<file path="src/rtl/cpuPkg.sv">
package cpuPkg;

    localparam int wordBits = 32;
    localparam int memWords = 512;

    // instruction field positions
    localparam int opLsb = 27;
    localparam int raLsb = 23;
    localparam int rbLsb = 19;
    localparam int rcLsb = 15;
    localparam int condLsb = 19;
    localparam int constMsb = 18;

    typedef logic [wordBits-1:0] dataWord;
    typedef logic [$clog2(memWords)-1:0] memAddr;
    typedef logic [3:0] regIndex;

    typedef enum logic [2:0] {
        aluAdd, aluSub, aluAnd, aluOr, aluShr, aluShl, aluIncPc
    } aluOp;

    typedef enum logic [4:0] {
        opLd   = 5'b00000,
        opLdi  = 5'b00001,
        opSt   = 5'b00010,
        opAdd  = 5'b00011,
        opSub  = 5'b00100,
        opAnd  = 5'b00101,
        opOr   = 5'b00110,
        opShr  = 5'b00111,
        opShl  = 5'b01000,
        opAddi = 5'b01001,
        opAndi = 5'b01010,
        opOri  = 5'b01011,
        opBr   = 5'b10010,
        opIn   = 5'b10110,
        opOut  = 5'b10111,
        opHalt = 5'b11011
    } opcode;

    typedef enum logic [3:0] {
        t0, t1, t2, t3, t4, t5, t6, t7, halted
    } tState;

    // the one block that drives the bus this cycle
    typedef enum logic [2:0] {
        regOut, pcOut, mdrOut, zOut, inportOut, cOut
    } busSource;

    typedef struct packed {
        busSource busSel;
        logic marIn;
        logic zIn;
        logic pcIn;
        logic mdrIn;
        logic irIn;
        logic yIn;
        logic conIn;
        logic outportIn;
        logic gra;
        logic grb;
        logic grc;
        logic rIn;
        logic baOut;
        aluOp alu;
        logic memRead;
        logic memWrite;
    } ctrlSignals;

endpackage

</file>
<file path="src/rtl/controlUnit.sv">
`timescale 1ns/1ps

module controlUnit (
    input  logic               clk,
    input  logic               reset,
    input  logic               stop,
    input  cpuPkg::dataWord    ir,
    input  logic               conFlag,
    output cpuPkg::ctrlSignals ctrl,
    output logic               run
);
    import cpuPkg::*;

    tState state;
    tState nextState;
    opcode op;
    aluOp  aluFn;
    logic  isAluReg;
    logic  isAluImm;
    logic  isLoadStore;
    logic  brTaken;

    assign op = opcode'(ir[opLsb +: 5]);
    assign isAluReg = op inside {opAdd, opSub, opAnd, opOr, opShr, opShl};
    assign isAluImm = op inside {opAddi, opAndi, opOri};
    assign isLoadStore = op inside {opLd, opLdi, opSt};
    assign brTaken = (op == opBr) && conFlag;
    assign run = (state != halted);

    // function used in the T4 step, address arithmetic is an add
    always_comb begin
        case (op)
            opSub:          aluFn = aluSub;
            opAnd, opAndi:  aluFn = aluAnd;
            opOr, opOri:    aluFn = aluOr;
            opShr:          aluFn = aluShr;
            opShl:          aluFn = aluShl;
            default:        aluFn = aluAdd;
        endcase
    end

    always_ff @(posedge clk or posedge reset) begin
        if (reset) begin
            state <= t0;
        end else begin
            state <= nextState;
        end
    end

    always_comb begin
        nextState = state;
        case (state)
            t0: nextState = stop ? t0 : t1;
            t1: nextState = t2;
            t2: nextState = t3;
            t3: begin
                if (op == opHalt) begin
                    nextState = halted;
                end else if (isAluReg || isAluImm || isLoadStore || op == opBr) begin
                    nextState = t4;
                end else begin
                    // in, out and unknown opcodes finish here
                    nextState = t0;
                end
            end
            t4: nextState = t5;
            t5: nextState = (isAluReg || isAluImm) ? t0 : t6;
            t6: nextState = (op == opBr) ? t0 : t7;
            t7: nextState = t0;
            default: nextState = halted;
        endcase
    end

    always_comb begin
        ctrl = '0;
        ctrl.busSel = pcOut;
        ctrl.alu = aluAdd;
        case (state)
            t0: begin
                if (!stop) begin
                    ctrl.busSel = pcOut;
                    ctrl.marIn = 1'b1;
                    ctrl.alu = aluIncPc;
                    ctrl.zIn = 1'b1;
                    ctrl.memRead = 1'b1;
                end
            end
            t1: begin
                ctrl.busSel = zOut;
                ctrl.pcIn = 1'b1;
                ctrl.mdrIn = 1'b1;
            end
            t2: begin
                ctrl.busSel = mdrOut;
                ctrl.irIn = 1'b1;
            end
            t3: begin
                if (isAluReg || isAluImm || isLoadStore) begin
                    ctrl.busSel = regOut;
                    ctrl.grb = 1'b1;
                    ctrl.baOut = isLoadStore;
                    ctrl.yIn = 1'b1;
                end else if (op == opBr) begin
                    ctrl.busSel = regOut;
                    ctrl.gra = 1'b1;
                    ctrl.conIn = 1'b1;
                end else if (op == opIn) begin
                    ctrl.busSel = inportOut;
                    ctrl.gra = 1'b1;
                    ctrl.rIn = 1'b1;
                end else if (op == opOut) begin
                    ctrl.busSel = regOut;
                    ctrl.gra = 1'b1;
                    ctrl.outportIn = 1'b1;
                end
            end
            t4: begin
                if (isAluReg) begin
                    ctrl.busSel = regOut;
                    ctrl.grc = 1'b1;
                    ctrl.alu = aluFn;
                    ctrl.zIn = 1'b1;
                end else if (isAluImm || isLoadStore) begin
                    ctrl.busSel = cOut;
                    ctrl.alu = aluFn;
                    ctrl.zIn = 1'b1;
                end else if (brTaken) begin
                    ctrl.busSel = pcOut;
                    ctrl.yIn = 1'b1;
                end
            end
            t5: begin
                if (isAluReg || isAluImm || op == opLdi) begin
                    ctrl.busSel = zOut;
                    ctrl.gra = 1'b1;
                    ctrl.rIn = 1'b1;
                end else if (op == opLd || op == opSt) begin
                    // ld starts its read in the same cycle MAR loads
                    ctrl.busSel = zOut;
                    ctrl.marIn = 1'b1;
                    ctrl.memRead = (op == opLd);
                end else if (brTaken) begin
                    ctrl.busSel = cOut;
                    ctrl.alu = aluAdd;
                    ctrl.zIn = 1'b1;
                end
            end
            t6: begin
                if (op == opLd) begin
                    ctrl.mdrIn = 1'b1;
                end else if (op == opSt) begin
                    ctrl.busSel = regOut;
                    ctrl.gra = 1'b1;
                    ctrl.mdrIn = 1'b1;
                end else if (brTaken) begin
                    ctrl.busSel = zOut;
                    ctrl.pcIn = 1'b1;
                end
            end
            t7: begin
                if (op == opLd) begin
                    ctrl.busSel = mdrOut;
                    ctrl.gra = 1'b1;
                    ctrl.rIn = 1'b1;
                end else if (op == opSt) begin
                    ctrl.memWrite = 1'b1;
                end
            end
            default: ;
        endcase
    end

    // once run has fallen nothing may reach memory
    assert property (@(posedge clk) disable iff (reset) !run |=> !ctrl.memWrite)
        else $error("memory write after halt");

    // only reset leaves the halted state
    assert property (@(posedge clk) disable iff (reset) state == halted |=> state == halted)
        else $error("sequencer left halted without reset");

endmodule

</file>
<file path="config.mk">
export PLATFORM = sky130hd
export DESIGN_NAME = controlUnit
export DESIGN_NICKNAME = d
export VERILOG_FILES = /design/src/rtl/cpuPkg.sv /design/src/rtl/controlUnit.sv
export SDC_FILE = /design/constraint.sdc
export NUM_CORES = 1
export LEC_CHECK = 0
export BUFFER_PORTS_ARGS = -buffer_cell sky130_fd_sc_hd__clkbuf_2
export CAP_MARGIN = 20
export CORE_ASPECT_RATIO = 1.5
export CORE_MARGIN = 4
export CORE_UTILIZATION = 40
export DETAILED_ROUTE_END_ITERATION = 10
export PLACE_DENSITY = 0.79
export SYNTH_ARGS = -nofsm -noshare
export SYNTH_HDL_FRONTEND = slang
export SYNTH_SLANG_ARGS = --single-unit
</file>
<file path="constraint.sdc">
create_clock -name clk -period 2.33 [get_ports clk]
set_input_delay 0.5825 -clock clk [delete_from_list [all_inputs] [get_ports clk]]
set_output_delay 0.5825 -clock clk [all_outputs]
set_load 0.01 [all_outputs]
</file>
==> flow_summary.toml <==
[run_status]
status = "finished, violations left"
violations = "setup timing"

[routing]
drt_iter0_drc = 54
antenna_left = 0
dr_total_vias = 1092
wire_per_inst_um = 15.08
first_pass_iters = 4
viasPerCell = 5.967
route.detailed.drc = 0
routed_wl_mm = 2.759

[die]
rows = 19
die_h_um = 62.28
start_util = 0.4238
die_x_um = 44.19
core-area_um2 = 1854
die_area_um2 = 2752
ios = 58

[finish]
design_area_um2 = 1246
num_antenna_cells = 0
largest_register = "state"
top_regs = "state (4)"
largest_register_ffs = 4
nets = 200
drive_above_1_share = 0.5432
area_growth_pct = 58.60

[global_route]
grt_overflow_total = 0
grt_antenna_before_repair = 0
grt_pass1_wl_mm = 4.671
grt_usage = 0.2116
grt_max_degree = 16
grt_pass1_vias = 1071

[run]
drv_cap = 0

[power_and_ir_drop]
seqPwrFrac = 0.178
leakagePower_nw = 0.5619
pwr-share-clk = 0.078
ir_drop_uv = 516.3
p_switching_uw = 544.9
cellPowerDensity_nw_per_um2 = 847.7
p_int_uw = 511.5
swShare = 0.5158
combPwrFrac = 0.744

[worst_setup_path]
setup.worst_path.end_class = "output pin"
crit_arrival_ns = 1.87
path_max_fanout = 3
slowest_stage = "or4_4"
path_cells = "buf_8 > nor4b_4 > nand3_2 > or4_4 > o311ai_2 > buf_2"
start_kind = "input port"
crit_type = "input port to output pin"
slowest_delay_ns = 0.45
critPathRequiredTime_ns = 1.75

[clock_tree]
hold_buffers = 0
cts_sinks = 4
clk-insertion-delay-late_ns = 0.23
clk_pin_slew_ns = 0.04
h-tree-depth = 1
cts_max_path_buffers = 2
root_buffer = "clkbuf_4"
cts_inserted_buffers = 3
cts_tree = "yes"

[logic_synthesis]
yosys-top-cells-count = "11 x nand2_1, 11 x nor2_1, 7 x a21oi_1, 6 x inv_1"
synth_cell_types = 47
synth_top_family_by_area = "simple AND/OR/NAND/NOR gates"
synthMuxAreaShare = 0
synth_top_area_cell = "dfrtp_1"
synth_seq_cells = 4
synthCells = 114
avgSynthCellArea_um2 = 6.893
ys_seq_area_frac = 0.1274
synthAdderAreaFrac = 0
synth_warnings = 0
netlist_area_um2 = 785.8
synth-xor-area-share = 0.02229
synth_nets = 150
synth-simple-area-share = 0.4092
yosysTopAreaCellShare = 0.1274
synth_area_leaders = "dfrtp_1 13%, nand2_1 5.3%, nor2_1 5.3%"
synthArstFlopShare = 1.000
ys.flop_type = "dfrtp_1"
synth-compound-area-share = 0.3455
synth-edff-count = 0

[timing]
worstMarginPinSlew_ns = 0.3996
final-hold-violation-count = 0
hold_slack_ns = 0.2005
fmax_ghz = 0.4074
fin_tns_setup_ns = -0.3700
rsz0062_at_grt = "yes"
finalSetupViolCount = 5
finClkSkew_ns = 0.005138
max_slew_margin = 0.7267
timing.final.crit_share = 1.053
maxSlewViolCount = 0
fin_ws_ns = -0.1245
post-route-min-period_ns = 2.454

[placement]
gp_congestion = 1.022
placed_cell_area_um2 = 1095
dp_hpwl_mm = 2.084
io_buffer_count = 30

[min_path]
hold_path_class = "input port to asynchronous set/reset pin"
worst paths after layout:
check	startpoint	to	slack, ns	cells past startpoint
max in group asynchronous	reset	state[2]	1.97	2
max reg2reg	state[0]	state[2]	0.89	5
min reg2reg	state[0]	state[0]	0.60	1
max	ir[30]	ctrl[20]	-0.12	6
min in group clk	stop	state[0]	0.59	2
min	reset	state[0]	0.20	2
cells by family after synthesis:
logic type / count (synthesis)
AO/OA/AOI/OAI: 36
XOR/XNOR: 2
buffers and inverters: 16
flip-flops: 4
AND/OR/NAND/NOR: 56
cell type report:
class / count / area, um^2
Inverter: 6 / 22.52
Fill cell: 165 / 608.1
Tap cell: 21 / 26.28
Clock buffer: 3 / 22.52
Multi-Input combinational cell: 94 / 698.2
Sequential cell: 4 / 103.9
Timing Repair Buffer: 55 / 372.9
metal layers:
metal  global-route usage  vias up  share of wire
met2               0.3540       66           0.52
met1               0.2478      493           0.36
met4               0.1019        0          0.025
li1                     -      527              -
met5                    0        -              0
met3              0.03757        6          0.095
power groups by stage:
| stage | registers (mW) | clock network (mW) | logic (mW) |
|---|---|---|---|
| final | 0.188 | 0.0824 | 0.786 |
| after global routing | 0.192 | 0.0939 | 0.864 |
| after CTS | 0.168 | 0.0852 | 0.722 |
| after detailed placement | 0.168 | 0 | 0.700 |
| after global placement | 0.167 | 0 | 0.686 |
| after floorplan | 0.112 | 0 | 0.404 |
repair_timing:
item,CTS,global route
pin swaps,5,5
resized for setup,5,30
buffers inserted,1,1
setup endpoints to repair,10,16
layout by cell type, fill, tap and decap left out, drive strengths merged, types with 2 or more instances in the layout:
master,count
a21o,2
a21oi,9
a311oi,2
a31oi,3
and3,2
buf,34
clkbuf,24
dfrtp,4
inv,6
nand2,11
nand2b,5
nand3,6
nor2,12
nor2b,4
nor3,5
nor4,2
o211ai,2
o21ai,4
o21bai,2
o311ai,3
or3,4
xnor2,2
worst max-delay path, delay by kind of cell:
family / cells / cell delay, ns
simple gates: 3 / 0.91
compound gates: 1 / 0.09
buf+inv: 2 / 0.27
metrics by stage:
step	total power, mW	setup slack (ns)	utilization	instances
2_1_floorplan	0.5156	0.02077	-	114
3_3_place_gp	0.8533	-0.1558	0.5904	178
3_5_place_dp	0.8684	-0.1541	0.5904	178
4_1_cts	0.9754	-0.1353	0.6228	182
5_1_grt	1.150	-0.1826	0.6721	183
6_report	1.056	-0.1245	0.6721	183
Note: power is estimated with default switching activity, not from simulation.
