$ cat src/rtl/cpuPkg.sv
package cpuPkg;

    localparam int wordBits = 32;
    localparam int memWords = 512;

    // instruction field positions
    localparam int opLsb = 27;
    localparam int raLsb = 23;
    localparam int rbLsb = 19;
    localparam int rcLsb = 15;
    localparam int condLsb = 19;
    localparam int constMsb = 18;

    typedef logic [wordBits-1:0] dataWord;
    typedef logic [$clog2(memWords)-1:0] memAddr;
    typedef logic [3:0] regIndex;

    typedef enum logic [2:0] {
        aluAdd, aluSub, aluAnd, aluOr, aluShr, aluShl, aluIncPc
    } aluOp;

    typedef enum logic [4:0] {
        opLd   = 5'b00000,
        opLdi  = 5'b00001,
        opSt   = 5'b00010,
        opAdd  = 5'b00011,
        opSub  = 5'b00100,
        opAnd  = 5'b00101,
        opOr   = 5'b00110,
        opShr  = 5'b00111,
        opShl  = 5'b01000,
        opAddi = 5'b01001,
        opAndi = 5'b01010,
        opOri  = 5'b01011,
        opBr   = 5'b10010,
        opIn   = 5'b10110,
        opOut  = 5'b10111,
        opHalt = 5'b11011
    } opcode;

    typedef enum logic [3:0] {
        t0, t1, t2, t3, t4, t5, t6, t7, halted
    } tState;

    // the one block that drives the bus this cycle
    typedef enum logic [2:0] {
        regOut, pcOut, mdrOut, zOut, inportOut, cOut
    } busSource;

    typedef struct packed {
        busSource busSel;
        logic marIn;
        logic zIn;
        logic pcIn;
        logic mdrIn;
        logic irIn;
        logic yIn;
        logic conIn;
        logic outportIn;
        logic gra;
        logic grb;
        logic grc;
        logic rIn;
        logic baOut;
        aluOp alu;
        logic memRead;
        logic memWrite;
    } ctrlSignals;

endpackage

$ cat src/rtl/aluUnit.sv
`timescale 1ns/1ps

module aluUnit (
    input  cpuPkg::aluOp    op,
    input  cpuPkg::dataWord a,
    input  cpuPkg::dataWord b,
    output cpuPkg::dataWord result
);
    import cpuPkg::*;

    logic [$clog2(wordBits)-1:0] shiftCount;

    // only the low bits of b count for a shift
    assign shiftCount = b[$clog2(wordBits)-1:0];

    always_comb begin
        case (op)
            aluAdd: begin
                result = a + b;
            end
            aluSub: begin
                result = a - b;
            end
            aluAnd: begin
                result = a & b;
            end
            aluOr: begin
                result = a | b;
            end
            aluShr: begin
                result = a >> shiftCount;
            end
            aluShl: begin
                result = a << shiftCount;
            end
            aluIncPc: begin
                // the PC arrives on the bus side
                result = b + 1'b1;
            end
            default: begin
                result = '0;
            end
        endcase
    end

endmodule

$ cat src/rtl/registerFile.sv
`timescale 1ns/1ps

module registerFile (
    input  logic            clk,
    input  logic            reset,
    input  cpuPkg::dataWord ir,
    input  logic            gra,
    input  logic            grb,
    input  logic            grc,
    input  logic            rIn,
    input  logic            baOut,
    input  cpuPkg::dataWord busIn,
    output cpuPkg::dataWord regValue
);
    import cpuPkg::*;

    dataWord regs [2**$bits(regIndex)];
    regIndex sel;

    // field select, Ra wins over Rb over Rc
    always_comb begin
        if (gra) begin
            sel = ir[raLsb +: $bits(regIndex)];
        end else if (grb) begin
            sel = ir[rbLsb +: $bits(regIndex)];
        end else if (grc) begin
            sel = ir[rcLsb +: $bits(regIndex)];
        end else begin
            sel = '0;
        end
    end

    // R0 as a base register reads as zero
    assign regValue = (baOut && sel == '0) ? '0 : regs[sel];

    always_ff @(posedge clk or posedge reset) begin
        if (reset) begin
            for (int i = 0; i < 2**$bits(regIndex); i++) begin
                regs[i] <= '0;
            end
        end else if (rIn) begin
            regs[sel] <= busIn;
        end
    end

endmodule

$ cat src/rtl/dataPath.sv
`timescale 1ns/1ps

module dataPath (
    input  logic               clk,
    input  logic               reset,
    input  cpuPkg::ctrlSignals ctrl,
    input  cpuPkg::dataWord    readData,
    input  cpuPkg::dataWord    inPort,
    output cpuPkg::dataWord    ir,
    output logic               conFlag,
    output cpuPkg::memAddr     marValue,
    output cpuPkg::dataWord    mdrValue,
    output cpuPkg::dataWord    outPort
);
    import cpuPkg::*;

    dataWord bus;
    dataWord pc;
    dataWord mdr;
    dataWord y;
    dataWord z;
    dataWord regValue;
    dataWord aluResult;
    dataWord constC;
    memAddr  mar;
    logic    memReadQ;
    logic    condMet;

    assign constC = {{(wordBits - constMsb - 1){ir[constMsb]}}, ir[constMsb:0]};

    always_comb begin
        case (ctrl.busSel)
            regOut:    bus = regValue;
            pcOut:     bus = pc;
            mdrOut:    bus = mdr;
            zOut:      bus = z;
            inportOut: bus = inPort;
            cOut:      bus = constC;
            default:   bus = '0;
        endcase
    end

    registerFile registerFile_inst (
        .clk      (clk),
        .reset    (reset),
        .ir       (ir),
        .gra      (ctrl.gra),
        .grb      (ctrl.grb),
        .grc      (ctrl.grc),
        .rIn      (ctrl.rIn),
        .baOut    (ctrl.baOut),
        .busIn    (bus),
        .regValue (regValue)
    );

    aluUnit aluUnit_inst (
        .op     (ctrl.alu),
        .a      (y),
        .b      (bus),
        .result (aluResult)
    );

    // branch test of Ra, which is on the bus at T3
    always_comb begin
        case (ir[condLsb +: 2])
            2'b00:   condMet = (bus == '0);
            2'b01:   condMet = (bus != '0);
            2'b10:   condMet = !bus[wordBits-1];
            default: condMet = bus[wordBits-1];
        endcase
    end

    always_ff @(posedge clk or posedge reset) begin
        if (reset) begin
            pc <= '0;
            ir <= '0;
            outPort <= '0;
            conFlag <= 1'b0;
            memReadQ <= 1'b0;
        end else begin
            memReadQ <= ctrl.memRead;
            if (ctrl.pcIn) begin
                pc <= bus;
            end
            if (ctrl.irIn) begin
                ir <= bus;
            end
            if (ctrl.outportIn) begin
                outPort <= bus;
            end
            if (ctrl.conIn) begin
                conFlag <= condMet;
            end
        end
    end

    always_ff @(posedge clk) begin
        if (ctrl.marIn) begin
            mar <= bus[$bits(memAddr)-1:0];
        end
        // a read issued last cycle has its word ready now
        if (ctrl.mdrIn) begin
            mdr <= memReadQ ? readData : bus;
        end
        if (ctrl.yIn) begin
            y <= bus;
        end
        if (ctrl.zIn) begin
            z <= aluResult;
        end
    end

    // memory sees the new address in the same cycle MAR loads it
    assign marValue = ctrl.marIn ? bus[$bits(memAddr)-1:0] : mar;
    assign mdrValue = mdr;

endmodule

$ cat config.mk
export PLATFORM = sky130hd
export DESIGN_NAME = dataPath
export DESIGN_NICKNAME = d
export VERILOG_FILES = /design/src/rtl/cpuPkg.sv /design/src/rtl/aluUnit.sv /design/src/rtl/registerFile.sv /design/src/rtl/dataPath.sv
export SDC_FILE = /design/constraint.sdc
export NUM_CORES = 2
export LEC_CHECK = 0
export BUFFER_PORTS_ARGS = -buffer_cell sky130_fd_sc_hd__buf_2
export CORE_ASPECT_RATIO = 1.5
export CORE_MARGIN = 10
export CORE_UTILIZATION = 40
export CTS_CLUSTER_DIAMETER = 150
export DETAILED_ROUTE_END_ITERATION = 7
export SLEW_MARGIN = 10
export SYNTH_ARGS = -nofsm -noshare
export SYNTH_HDL_FRONTEND = slang
export SYNTH_SLANG_ARGS = --single-unit
$ cat constraint.sdc
create_clock -name clk -period 39.2 [get_ports clk]
set_clock_uncertainty 0.1 [all_clocks]
set_input_delay 3.92 -clock clk [delete_from_list [all_inputs] [get_ports clk]]
set_output_delay 3.92 -clock clk [all_outputs]
set_load 0.02 [all_outputs]
==> impl_results.md <==
* Status: finished clean
* YS warnings at 0
* Fin nets at 4,403
* Num CTS Buffers at 72
* Syn-to-layout area delta at 11.8%
* Fin Hold WS at 0.375 ns
* CTS Sinks at 715
* HP Class: flip-flop to flip-flop
* CP startpoint kind: input port
* Syn Std Cell Area at 0.0400 sq mm
* Vias in the first global route at 32.8k
* WL per Instance at 28.1 um
* # DRC at 0
* Largest net degree at the start of global routing at 118
* Die Y at 408 um
* Mapped Cells at 4,181
* Post-Syn Area per Cell at 9.58 sq um
* Synth unique cells at 93
* Area occupied by multi-input gates at 0.0203 sq mm
* Max Cap Viol at 0
* Initial antenna violation count at 1
* Crit. End Element: flip-flop
* Final min period at 11.82 ns
* Final WL at 156,000 um
* CP max FO at 43
* CP Data Required Time at 39.50 ns
* Final HPWL DP at 109,000 um
* Clock transition at path regs at 0.07 ns
* Most common cell after layout, fill and taps aside: dfrtp_1
* Worst-margin pin slew at 1.35 ns
* Syn_nets at 4,393
* Layout cells sized above 1 at 16.2%
* Clock tree buffer depth at 3
* DRT iter0 DRCs at 2,836
* Synth async-reset ratio at 85.3%
* CTS tree: yes
* Post-CTS Setup Bufs at 0
* Synth area leader: dfrtp_1
* EDFF count, synth at 96
* Initial Utilization at 40.2%
* Via-per-instance ratio at 5.96
* Largest cells by area after synthesis: dfrtp_1 (38%), edfxtp_1 (7.2%), mux4_2 (6.9%)
* Critical Path AT at 12.12 ns
* First-pass GRT wire length at 227,000 um
* Routed Antenna Nets at 0
* Detailed-route via count at 33.0k
* Slew HR at 7.40%
* # rows at 142
* Cts repair resizes at 0
* CORE AREA at 0.0997 sq mm
* Total Power at 2900 uW
* First-pass iteration count of the detailed router at 5
* Ys flop type: dfrtp_1
* Synth top area share at 38.1%
* Area of the die at 0.113 sq mm
* Non-filler cells, final at 5,543
* Finished Core Util at 44.9%
* DIE WIDTH at 278 um
* Unrepaired setup endpoints after global routing: no
* Most frequent cells in the layout: dfrtp_1 (609), a21oi_1 (511), nand2_1 (498)
* Total GRT Usage at 27.0%
* Filler Cell Count at 9,551
* Endpoints failing setup at 0
* # port buffers at 191
* Clk root buf: clkbuf_16
* Placed cells at 5,413
* #FFs+latches synth at 715
* GPL Wtd Cong at 0.992
* Overflow left after global routing at 0
* Fin crit share at 30.1%
* Final hold vios at 0
* Sequential share of the synthesized area at 45.8%
* Slew Viols, Final at 0
* Worst-skew pair later-pin latency at 0.66 ns
* PD cells at 64.8 mW/mm^2
* Hold buffers post-CTS at 0
* Worst vdd ir at 35.8 uV
* Leak at 0.0194 uW
* CP Class: input port to flip-flop
* Setup tns final at 0 ns
* Seq. cell area at 0.0183 sq mm
* H-Tree Depth at 3
* Max Fclk at 0.0846 GHz
* # IOs at 193
per-layer routing:
metal  vias to the layer above  share of wire [%]  track usage (%)
li1                      14900                  -                -
met5                         -             0.0051                0
met3                       405                5.3             4.23
met4                         2                7.0             16.7
met2                      1188                 50             46.1
met1                     16500                 38             31.4
sequential cells by signal, summed over array words and instances (netlist names):
signal                  flops
conFlag                     1
outPort                    32
y                          32
pc                         32
z                          32
registerFile_inst.regs    512
ir                         32
memReadQ                    1
mdrValue                   32
mar                         9
layout make-up:
class                      instances  share of cell area (%)
antenna                            1                 0.00559
inverter                          99                   0.850
sequential                       715                    40.9
multi-input combinational       3005                    45.3
timing repair buffer             298                    3.98
tap                             1296                    3.62
clock inverter                    22                   0.553
clock buffer                     107                    4.75
cell usage after synthesis, drive strengths merged (9+ instances only):
cell and n:
nor2 500, and3 22, mux2 69, a211o 16
a21o 41, o31ai 16, nand3 57, nand2b 11
buf 102, o22ai 14, ha 124, inv 99
o211ai 43, and2 37, dfrtp 610, dfxtp 9
nor3 16, a31oi 36, xnor2 38, o21bai 28
o21ai 341, nor2b 18, mux2i 132, clkbuf 260
nand4 15, edfxtp 96, or3 10, a22oi 28
a221o 11, a211oi 33, xor2 17, a32oi 10
a221oi 46, o221ai 27, a21oi 516, nand2 507
mux4 123
worst max-delay path, stage by stage:
cell and delay (ns):
buf_2 0.20, nand3b_1 0.28, a21oi_4 0.71, buf_4 0.71, buf_4 0.51, buf_4 0.49, mux4_2 0.38, nand2_1 0.07
and3_1 0.19, a31oi_1 0.12, a221oi_4 1.02, inv_1 0.48, ha_1 0.54, a21o_1 0.21, a21o_1 0.18, a21oi_1 0.42
o21ai_0 0.15, a221oi_1 0.41, o31ai_1 0.20, a221oi_1 0.33, o221ai_1 0.19, a211o_1 0.34
cell families (layout without fill, tap and decap cells):
logic type	Yosys count	after routing	synth area share, %
AO/OA/AOI/OAI	1272	1272	19.3
XOR/XNOR	55	55	1.20
adder cells (fa/ha/maj)	125	125	3.92
buffers and inverters	461	526	4.79
flip-flops	715	715	45.8
multiplexers	324	324	12.2
other	0	1	0
AND/OR/NAND/NOR	1229	1229	12.9
path summary, 6_finish.rpt:
check                           slack, ns               start                                      end  depth (start not counted)
worst max-delay path                27.38             ctrl[8]                      z[30]$_SDFFCE_PN0P_                         22
worst min-delay path                 0.37      mar[1]$_DFF_P_                           mar[1]$_DFF_P_                          1
worst max register to register      30.27  ir[24]$_DFFE_PP0P_                      z[30]$_SDFFCE_PN0P_                         21
worst min register to register       0.37      mar[1]$_DFF_P_                           mar[1]$_DFF_P_                          1
max in group asynchronous           32.49               reset  registerFile_inst.regs[308]$_DFFE_PP0P_                          5
min in group asynchronous            3.37               reset                   outPort[7]$_DFFE_PP0P_                          2
report_power, final:
part           total [uW]  internal [uW]  switching, uW
Combinational        1000            401            603
Clock                 710            399            311
Sequential           1190           1030            155
through the flow:
| stage | area (sq um) | worst slack [ns] |
|---|---|---|
| floorplan | 40000 | 18.10 |
| finish | 44800 | 27.38 |
| global placement | 42400 | 26.61 |
| CTS | 44800 | 27.43 |
| detailed placement | 42400 | 26.85 |
| global route | 44800 | 27.10 |
(Power assumes the default switching activity.)
